**config.mk**
```make
export PLATFORM = sky130hd
export DESIGN_NAME = systolic_matmul
export DESIGN_NICKNAME = d
export VERILOG_FILES = /design/src/design/systolic_matmul_pkg.sv /design/src/design/systolic_matmul.sv /design/src/design/result_merger.sv /design/src/design/pe_row.sv /design/src/design/mac_pe.sv
export VERILOG_INCLUDE_DIRS = /design/src /design/src/design
export SDC_FILE = /design/constraint.sdc
export NUM_CORES = 2
export LEC_CHECK = 0
export BUFFER_PORTS_ARGS = -buffer_cell sky130_fd_sc_hd__buf_2
export CAP_MARGIN = 5
export CORE_MARGIN = 8
export CORE_UTILIZATION = 50
export DETAILED_ROUTE_END_ITERATION = 8
export GPL_TIMING_DRIVEN = 0
export HOLD_SLACK_MARGIN = 0.08
export PLACE_DENSITY_LB_ADDON = 0.1
export RECOVER_POWER = 25
export SYNTH_ARGS = -nofsm -noshare
export SYNTH_HDL_FRONTEND = slang
export SYNTH_SLANG_ARGS = --single-unit
```
**constraint.sdc**
```tcl
create_clock -name clk -period 20.7 [get_ports clk]
set_clock_uncertainty 0.05 [all_clocks]
set_input_delay 1.035 -clock clk [delete_from_list [all_inputs] [get_ports clk]]
set_output_delay 1.035 -clock clk [all_outputs]
set_load 0.02 [all_outputs]
```
**src/design/systolic_matmul_defs.svh**
```systemverilog
`ifndef SYSTOLIC_MATMUL_DEFS_SVH
`define SYSTOLIC_MATMUL_DEFS_SVH

// Operand and result width, signed Q4.12
`define MM_OP_W 16

// Fraction bits of operands and results
`define MM_FRAC 12

// Full product plus 8 guard bits, enough for K up to 255
`define MM_ACC_W 40

// Width of the step count, K runs 1..255
`define MM_K_W 8

// Clip bounds of the Q4.12 result
`define MM_SAT_MAX 32767
`define MM_SAT_MIN (-32768)

`endif
```
**src/design/systolic_matmul_pkg.sv**
```systemverilog
`default_nettype none

`include "systolic_matmul_defs.svh"

package systolic_matmul_pkg;

  // Q4.12 operand, also used for results
  typedef logic signed [`MM_OP_W-1:0] operand_t;

  // Raw dot-product sum before rounding
  typedef logic signed [`MM_ACC_W-1:0] acc_t;

  // Merger walks the four results in output order
  typedef enum logic [2:0] {
    IDLE,
    EMIT00,
    EMIT01,
    EMIT10,
    EMIT11
  } merge_state_t;

endpackage

`default_nettype wire

```
**src/design/systolic_matmul.sv**
```systemverilog
`timescale 1ns/1ps
`default_nettype none

module systolic_matmul (
  input  logic                           clk,
  input  logic                           INTERNAL_RESET,
  input  logic                           in_valid,
  output logic                           in_ready,
  input  logic                           in_last,
  input  systolic_matmul_pkg::operand_t  a0,
  input  systolic_matmul_pkg::operand_t  a1,
  input  systolic_matmul_pkg::operand_t  b0,
  input  systolic_matmul_pkg::operand_t  b1,
  output logic                           res_valid,
  input  logic                           res_ready,
  output systolic_matmul_pkg::operand_t  res_data,
  output logic                           res_sat,
  output logic                           res_last
);

  logic                       row0_ready;
  logic                       row1_ready;
  logic                       row0_valid;
  logic                       row1_valid;
  logic                       acc_release;
  systolic_matmul_pkg::acc_t  row0_acc0;
  systolic_matmul_pkg::acc_t  row0_acc1;
  systolic_matmul_pkg::acc_t  row1_acc0;
  systolic_matmul_pkg::acc_t  row1_acc1;

  // Row 0 computes c00/c01 from A row 0
  pe_row u_row0 (
    .clk            (clk),
    .INTERNAL_RESET (INTERNAL_RESET),
    .in_valid       (in_valid),
    .in_ready       (in_ready),
    .in_last        (in_last),
    .a_in           (a0),
    .b0             (b0),
    .b1             (b1),
    .acc_release    (acc_release),
    .row_ready      (row0_ready),
    .acc_valid      (row0_valid),
    .acc0           (row0_acc0),
    .acc1           (row0_acc1)
  );

  // Row 1 computes c10/c11 from A row 1
  pe_row u_row1 (
    .clk            (clk),
    .INTERNAL_RESET (INTERNAL_RESET),
    .in_valid       (in_valid),
    .in_ready       (in_ready),
    .in_last        (in_last),
    .a_in           (a1),
    .b0             (b0),
    .b1             (b1),
    .acc_release    (acc_release),
    .row_ready      (row1_ready),
    .acc_valid      (row1_valid),
    .acc0           (row1_acc0),
    .acc1           (row1_acc1)
  );

  result_merger u_merger (
    .clk            (clk),
    .INTERNAL_RESET (INTERNAL_RESET),
    .row0_ready     (row0_ready),
    .row1_ready     (row1_ready),
    .in_ready       (in_ready),
    .row0_valid     (row0_valid),
    .row1_valid     (row1_valid),
    .row0_acc0      (row0_acc0),
    .row0_acc1      (row0_acc1),
    .row1_acc0      (row1_acc0),
    .row1_acc1      (row1_acc1),
    .acc_release    (acc_release),
    .res_valid      (res_valid),
    .res_ready      (res_ready),
    .res_data       (res_data),
    .res_sat        (res_sat),
    .res_last       (res_last)
  );

endmodule

`default_nettype wire

```
**src/design/result_merger.sv**
```systemverilog
`timescale 1ns/1ps
`default_nettype none

`include "systolic_matmul_defs.svh"

module result_merger (
  input  logic                           clk,
  input  logic                           INTERNAL_RESET,
  input  logic                           row0_ready,
  input  logic                           row1_ready,
  output logic                           in_ready,
  input  logic                           row0_valid,
  input  logic                           row1_valid,
  input  systolic_matmul_pkg::acc_t      row0_acc0,
  input  systolic_matmul_pkg::acc_t      row0_acc1,
  input  systolic_matmul_pkg::acc_t      row1_acc0,
  input  systolic_matmul_pkg::acc_t      row1_acc1,
  output logic                           acc_release,
  output logic                           res_valid,
  input  logic                           res_ready,
  output systolic_matmul_pkg::operand_t  res_data,
  output logic                           res_sat,
  output logic                           res_last
);

  systolic_matmul_pkg::merge_state_t  state;
  systolic_matmul_pkg::acc_t          sel_acc;
  systolic_matmul_pkg::acc_t          rounded;
  systolic_matmul_pkg::acc_t          scaled;

  // Both rows must be collecting before a beat can enter
  assign in_ready = row0_ready & row1_ready;

  assign res_valid   = (state != systolic_matmul_pkg::IDLE);
  assign res_last    = (state == systolic_matmul_pkg::EMIT11);
  assign acc_release = (state == systolic_matmul_pkg::EMIT11) & res_ready;

  // Step on each transfer, start once both rows hold their sums
  always_ff @(posedge clk) begin
    if (INTERNAL_RESET) begin
      state <= systolic_matmul_pkg::IDLE;
    end else begin
      case (state)
        systolic_matmul_pkg::IDLE: begin
          if (row0_valid && row1_valid) begin
            state <= systolic_matmul_pkg::EMIT00;
          end
        end
        systolic_matmul_pkg::EMIT00: begin
          if (res_ready) begin
            state <= systolic_matmul_pkg::EMIT01;
          end
        end
        systolic_matmul_pkg::EMIT01: begin
          if (res_ready) begin
            state <= systolic_matmul_pkg::EMIT10;
          end
        end
        systolic_matmul_pkg::EMIT10: begin
          if (res_ready) begin
            state <= systolic_matmul_pkg::EMIT11;
          end
        end
        systolic_matmul_pkg::EMIT11: begin
          if (res_ready) begin
            state <= systolic_matmul_pkg::IDLE;
          end
        end
        default: begin
          state <= systolic_matmul_pkg::IDLE;
        end
      endcase
    end
  end

  // Row 0 holds c00/c01, row 1 holds c10/c11
  always_comb begin
    case (state)
      systolic_matmul_pkg::EMIT01: sel_acc = row0_acc1;
      systolic_matmul_pkg::EMIT10: sel_acc = row1_acc0;
      systolic_matmul_pkg::EMIT11: sel_acc = row1_acc1;
      default:                     sel_acc = row0_acc0;
    endcase
  end

  // Round half up, then drop the extra fraction bits
  assign rounded = sel_acc + systolic_matmul_pkg::acc_t'(1 << (`MM_FRAC - 1));
  assign scaled  = rounded >>> `MM_FRAC;

  // Clip to the Q4.12 range
  always_comb begin
    if (scaled > `MM_SAT_MAX) begin
      res_data = systolic_matmul_pkg::operand_t'(`MM_SAT_MAX);
      res_sat  = 1'b1;
    end else if (scaled < `MM_SAT_MIN) begin
      res_data = systolic_matmul_pkg::operand_t'(`MM_SAT_MIN);
      res_sat  = 1'b1;
    end else begin
      res_data = scaled[`MM_OP_W-1:0];
      res_sat  = 1'b0;
    end
  end

endmodule

`default_nettype wire

```
**src/design/pe_row.sv**
```systemverilog
`timescale 1ns/1ps
`default_nettype none

module pe_row (
  input  logic                           clk,
  input  logic                           INTERNAL_RESET,
  input  logic                           in_valid,
  input  logic                           in_ready,
  input  logic                           in_last,
  input  systolic_matmul_pkg::operand_t  a_in,
  input  systolic_matmul_pkg::operand_t  b0,
  input  systolic_matmul_pkg::operand_t  b1,
  input  logic                           acc_release,
  output logic                           row_ready,
  output logic                           acc_valid,
  output systolic_matmul_pkg::acc_t      acc0,
  output systolic_matmul_pkg::acc_t      acc1
);

  typedef enum logic [1:0] {
    ROW_COLLECT,
    ROW_DRAIN,
    ROW_HOLD
  } row_state_t;

  row_state_t                     state;
  logic                           accept;
  logic                           pe1_en;
  systolic_matmul_pkg::operand_t  a_mid;
  systolic_matmul_pkg::operand_t  b1_skew;

  assign accept    = in_valid & in_ready;
  assign row_ready = (state == ROW_COLLECT);

  // Column 1 runs one cycle behind column 0
  always_ff @(posedge clk) begin
    if (INTERNAL_RESET) begin
      pe1_en <= 1'b0;
    end else begin
      pe1_en <= accept;
    end
  end

  // B of column 1 waits for its A to arrive from pe0
  always_ff @(posedge clk) begin
    if (accept) begin
      b1_skew <= b1;
    end
  end

  // Collect until in_last, let pe1 finish, then hold for the merger
  always_ff @(posedge clk) begin
    if (INTERNAL_RESET) begin
      state     <= ROW_COLLECT;
      acc_valid <= 1'b0;
    end else begin
      case (state)
        ROW_COLLECT: begin
          if (accept && in_last) begin
            state <= ROW_DRAIN;
          end
        end
        ROW_DRAIN: begin
          state <= ROW_HOLD;
        end
        ROW_HOLD: begin
          if (acc_release) begin
            state     <= ROW_COLLECT;
            acc_valid <= 1'b0;
          end else begin
            acc_valid <= 1'b1;
          end
        end
        default: begin
          state     <= ROW_COLLECT;
          acc_valid <= 1'b0;
        end
      endcase
    end
  end

  mac_pe pe0 (
    .clk            (clk),
    .INTERNAL_RESET (INTERNAL_RESET),
    .en             (accept),
    .clear          (acc_release),
    .a_in           (a_in),
    .b_in           (b0),
    .a_out          (a_mid),
    .acc            (acc0)
  );

  // Last element in the row, its A output goes nowhere
  mac_pe pe1 (
    .clk            (clk),
    .INTERNAL_RESET (INTERNAL_RESET),
    .en             (pe1_en),
    .clear          (acc_release),
    .a_in           (a_mid),
    .b_in           (b1_skew),
    .a_out          (),
    .acc            (acc1)
  );

endmodule

`default_nettype wire

```
**src/design/mac_pe.sv**
```systemverilog
`timescale 1ns/1ps
`default_nettype none

`include "systolic_matmul_defs.svh"

module mac_pe (
  input  logic                           clk,
  input  logic                           INTERNAL_RESET,
  input  logic                           en,
  input  logic                           clear,
  input  systolic_matmul_pkg::operand_t  a_in,
  input  systolic_matmul_pkg::operand_t  b_in,
  output systolic_matmul_pkg::operand_t  a_out,
  output systolic_matmul_pkg::acc_t      acc
);

  // Full-width signed product of both operands
  logic signed [2*`MM_OP_W-1:0] prod;
  systolic_matmul_pkg::acc_t    prod_ext;

  assign prod = a_in * b_in;

  // Sign extend into the guard bits
  assign prod_ext = {{(`MM_ACC_W - 2*`MM_OP_W){prod[2*`MM_OP_W-1]}}, prod};

  // Clear wins over a new step
  always_ff @(posedge clk) begin
    if (INTERNAL_RESET || clear) begin
      acc <= '0;
    end else if (en) begin
      acc <= acc + prod_ext;
    end
  end

  // A moves one element to the right per step
  always_ff @(posedge clk) begin
    if (en) begin
      a_out <= a_in;
    end
  end

endmodule

`default_nettype wire

```
* Word level (Yosys, flattened, before mapping) *
Index checks and enable logic that the tools add are counted.

storage, ports and cells
  memory bits (writable) = 0
  ROM bits = 0
  logic and storage cells = 74
  memories kept = 0
  bits in latches = 0
  output and inout bits = 20
  register bits = 218

cells by class
  eq/ne operators = 17
  reductions and logical operators = 12
  mux-type cells = 18
  $lt $le $gt $ge = 2
  bitwise gates (word level) = 3
  add/sub/neg operators = 5
  shift-type cells = 0
  divide/modulo/power cells = 0
  multipliers = 4

operators with widths
  kind                                                          number
  adder 40 x 32 -> 40 bit                                       4
  multiplier 16 x 16 -> 32 bit                                  4
  one-hot mux 40 bit (3 select lines)                           1
  adder 40 x 13 -> 40 bit, second input constant                1
  2-to-1 mux 16 bit                                             2
  > comparator 28 x 16 -> 1 bit, second input constant          1
  less-than comparator 28 x 16 -> 1 bit, second input constant  1
  2-to-1 mux 3 bit                                              5
  one-hot mux 3 bit (5 select lines)                            1
  != test 2 bit, second input constant                          7
  one-hot mux 2 bit (3 select lines)                            2
  equality test 3 x 2 -> 1 bit, second input constant           2
  AND reduction 5 bit                                           1
  equality test 2 x 1 -> 1 bit, second input constant           2
  equality test 2 bit, second input constant                    2
  logical NOT 2 bit                                             2
  2-to-1 mux 2 bit                                              2
  != test 2 x 1 -> 1 bit, second input constant                 2
  one-hot mux 1 bit (2 select lines)                            2
  AND reduction 2 bit                                           2
  OR reduction 2 bit                                            2
  AND 1 bit                                                     3
  equality test 3 x 1 -> 1 bit, second input constant           1
  equality test 3 bit, second input constant                    1
  other kinds (5)                                               8

* Longest topological paths before layout *
  word-level depth = 6
  depth in mapped cells = 26

* Hierarchy *
Synthesis repeated with hierarchy kept, for this count alone.

unflattened totals
  cell total of the unflattened synthesis = 6,301
  area total of the unflattened synthesis = 60,127.7 um^2

modules (own cells, without submodules)
  module                    area each (um^2)  cells an instance  seq. area each (um^2)  times used
  mac_pe at u_row0.pe1 ...  14,067.2          1,464              1,281.2                2
  mac_pe at u_row1.pe1      14,397.6          1,526              1,281.2                1
  mac_pe at u_row0.pe0      14,247.4          1,490              1,281.2                1
  result_merger             2,114.5           299                60.1                   1
  pe_row                    616.8             29                 560.5                  2

* Worst setup path after synthesis *
No wires, ideal clock.

  kind = in2reg
  start point = input b0[1]
  end point = register u_row1.pe0.acc[39]
  stages on the path = 25
  path slack = 13.287 ns
  buffers on the path = 1
  library setup time = 0.116 ns
  arrival = 7.247 ns
  cell sequence = clkbuf_1 -> nand2_1 -> inv_1 -> fa_1 -> fa_1 -> inv_1 -> fa_1 -> inv_1 -> fa_1 -> fa_1 -> inv_1 -> fa_1 -> inv_1 -> ha_1 -> a21o_1 -> a21o_1 -> a21oi_1 -> o21a_1 -> a21boi_0 -> o32a_1 -> a221oi_1 -> a21oi_1 -> nor4_1 -> o211ai_1 -> o211a_1

on the way
  cells in the longest elaborated chain, start to end = 2

ends and longest elaborated chain
  what                          RTL line               source
  start: declaration            systolic_matmul.sv:12  input systolic_matmul_pkg::operand_t b0,
  multiplier 16 x 16 -> 32 bit  mac_pe.sv:21           assign prod = a_in * b_in;
  adder 40 x 32 -> 40 bit       mac_pe.sv:31           acc <= acc + prod_ext;
  end signal: assignment        mac_pe.sv:31
  end: declaration              mac_pe.sv:14           output systolic_matmul_pkg::acc_t acc

Every way passes these cells.
A chain may end at the register's enable or synchronous reset.

* Worst setup path in the final report *
  start point = input a0[13]
  end point = register u_row0.pe0.acc[39]

on the way
  cells in the longest elaborated chain, start to end = 2

ends and longest elaborated chain
  what                          RTL line               source
  start: declaration            systolic_matmul.sv:10  input systolic_matmul_pkg::operand_t a0,
  multiplier 16 x 16 -> 32 bit  mac_pe.sv:21
  adder 40 x 32 -> 40 bit       mac_pe.sv:31
  end signal: assignment        mac_pe.sv:31
  end: declaration              mac_pe.sv:14

Every way passes these cells.

==> impl_metrics.tcl <==
set metrics [dict create \
    status "finished, violations left" \
    violations "max-capacitance violations, max-slew violations" \
    htree_levels 2 \
    rows 125 \
    critPathMaxFanout 10 \
    critical-path-max-stage-delay_ns 0.78 \
    rsz0062_at_grt "no" \
    die_w_um 357 \
    synthArstFlopShare_pct 0 \
    finalWirelength_um 171000 \
    critPathCaptureType "flop" \
    drc_errors 0 \
    regArea_um2 4840 \
    min_period_ns 9.20 \
    cts-root-buf "clkbuf_16" \
    final_layout_size_suffix_gt1_share_pct 2.70 \
    worstPathArrival_ns 9.64 \
    mappedNetlistArea_um2 58100 \
    post-dp-hpwl_um 148000 \
    cts-resized-gates 0 \
    viasPerCell 5.22 \
    dieArea_um2 127000 \
    avgSynthCellArea_um2 9.18 \
    core_um2 116000 \
    cp_top_family "adder cells" \
    yosysTopAreaCellShare_pct 45.5 \
    slew_headroom_pct -126 \
    max_freq_mhz 109 \
    synth_enable_flop_cells 48 \
    grt_pass1_wl_um 269000 \
    io_pins 89 \
    grt_use_total_pct 27.8 \
    initial_core_util_pct 50.2 \
    synth_top_area_cell "fa_1" \
    path_common_cell "fa_1" \
    rrSetupSlack_ns 12.71 \
    ctsHoldBuffers 0 \
    ys_warn_count 0 \
    gp_congestion 0.967 \
    layout.nets 8306 \
    grt_overflow 0 \
    cts_buffers 34 \
    tns_ns 0 \
    antenna_found_initial 18 \
    crit_type "input pin to flop" \
    drtPass1Iterations 5 \
    synth_area_leaders "fa_1 (45%), inv_1 (10%), ha_1 (9.9%), dfxtp_1 (5.9%), and2_1 (4.9%)" \
    seq_area_frac_synth_pct 8.34 \
    drv_slew 49 \
    grt_max_degree 49 \
    wl_per_cell_um 21.3 \
    grt_pass1_vias 46000 \
    tightest_slew_ns 3.39 \
    syn_to_final_growth_pct 6.10 \
    dr_total_vias 41800 \
    port_buffers 87 \
    cap_violations 1 \
    path_clk_slew_ns 0.06 \
    ant_nets 0 \
    dieHeight_um 357 \
    hold_violations 0 \
    multi_input_area_um2 46300 \
    fin_crit_sh_pct 44.4 \
    ys.flop_type "dfxtp_1" \
    required_ns 21.14 \
    syn_inst 6329 \
    cts_tree "done" \
    syn_nets 8179 \
    cp_num_buf_inv 7 \
    clkLatencyLatePin_ns 0.62 \
    cp-start-kind "input pin" \
    cts_setup_buffers 0 \
    drtIter0Drc 2452 \
    setup_viol 0 \
    yosysUniqueCellTypes 87 \
    final_common_cell "inv_1" \
    clk_path_buf_depth 3 \
    crit_path_top_delay_cell "a211oi_1" \
    hold_class "flop to flop" \
    cts_sinks 218 \
    synth_seq_cells 218 \
    layout_common_cells "inv_1 (1602), fa_1 (1319), nand2_1 (728)" \
    nFillCells 10900 \
]
-- kinds of logic (layout without fill, tap and decap cells) --
group,Yosys count,in the layout,share of synthesized area [%]
multiplexers,105,105,1.82
flip-flops,218,218,8.34
other,0,9,0
XOR/XNOR,175,175,2.64
buffers and inverters,1831,1984,11.9
AO/OA/AOI/OAI,604,604,6.62
AND/OR/NAND/NOR,1615,1615,13.2
adder cells (fa/ha/maj),1781,1781,55.4
-- metrics by stage --
step | cell area [um^2] | std cells | hold WS (ns) | setup WS, ns | utilization (%)
2_1_floorplan | 58100 | 6329 | 0.386 | 13.29 | -
3_3_place_gp | 60400 | 7940 | 0.397 | 11.22 | 52.2
3_5_place_dp | 60500 | 7941 | 0.401 | 11.16 | 52.3
4_1_cts | 61600 | 8003 | 0.409 | 11.82 | 53.3
5_1_grt | 61600 | 8007 | 0.439 | 11.08 | 53.2
6_report | 61600 | 8015 | 0.411 | 11.50 | 53.3
-- flip-flops by register name, indices dropped and copies added (netlist names) --
register	count
u_row0.pe0.acc	40
u_row1.pe0.a_out	16
u_merger.state	3
u_row1.pe1.acc	40
u_row0.acc_valid	1
u_row0.b1_skew	16
u_row0.pe1_en	1
u_row0.pe0.a_out	16
u_row1.pe0.acc	40
u_row0.pe1.acc	40
u_row1.state	2
u_row0.state	2
u_row1.acc_valid	1
-- tightest hold or removal path: stages, from the launching register on --
cell and delay (ns):
dfxtp_1 0.31, nand2_1 0.05, a21oi_1 0.05
-- synth_stat cells (8+ instances only) --
cell,count
fa_1,1320
a31oi_1,18
and2_1,457
ha_1,461
nand2_1,728
o31ai_1,11
dfxtp_1,170
a21oi_1,227
nor3_1,27
or2_2,8
a21o_1,88
o21ai_2,10
xor2_1,63
and3_1,10
o21bai_1,23
a211oi_1,27
inv_1,1601
or3_1,9
nand2b_1,30
mux2i_1,98
nor2_1,249
clkbuf_1,207
o21ai_0,88
o21a_1,25
nand3_1,36
edfxtp_1,48
nor2b_1,15
nand4_1,13
xnor2_1,112
a2bb2oi_1,8
-- layout make-up --
class                   count  share of cell area [%]
diodes                      9                  0.0365
repair buffers             91                   0.759
plain buffers             227                    1.46
flip-flops and latches    218                    7.86
inverters                1604                    9.77
clock buffers              41                    1.49
multi-input cells        4280                    75.1
well taps                1524                    3.09
clock inverters            21                   0.400
-- routing by layer --
metal	vias to the layer above	global-route usage [%]	wire length, um
met5	-	0	29
met1	21100	35.4	69900
met4	4	13.9	10200
met2	1194	46.3	80100
li1	19100	-	-
met3	388	4.35	10900
-- path summary, 6_finish.rpt --
kind / start / endpoint / cells past startpoint
setup / recovery: a0[13] / u_row0.pe0.acc[39]$_SDFFE_PP0P_ / 26
hold / removal: u_row0.pe0.acc[9]$_SDFFE_PP0P_ / u_row0.pe0.acc[9]$_SDFFE_PP0P_ / 2
setup reg to reg: u_row1.pe0.a_out[11]$_DFFE_PP_ / u_row1.pe1.acc[34]$_SDFFE_PP0P_ / 22
hold reg to reg: u_row0.pe0.acc[9]$_SDFFE_PP0P_ / u_row0.pe0.acc[9]$_SDFFE_PP0P_ / 2
Power is left out: the tool's default activity adds up to more than one toggle a clock period on the data nets, which glitch-free logic cannot reach.
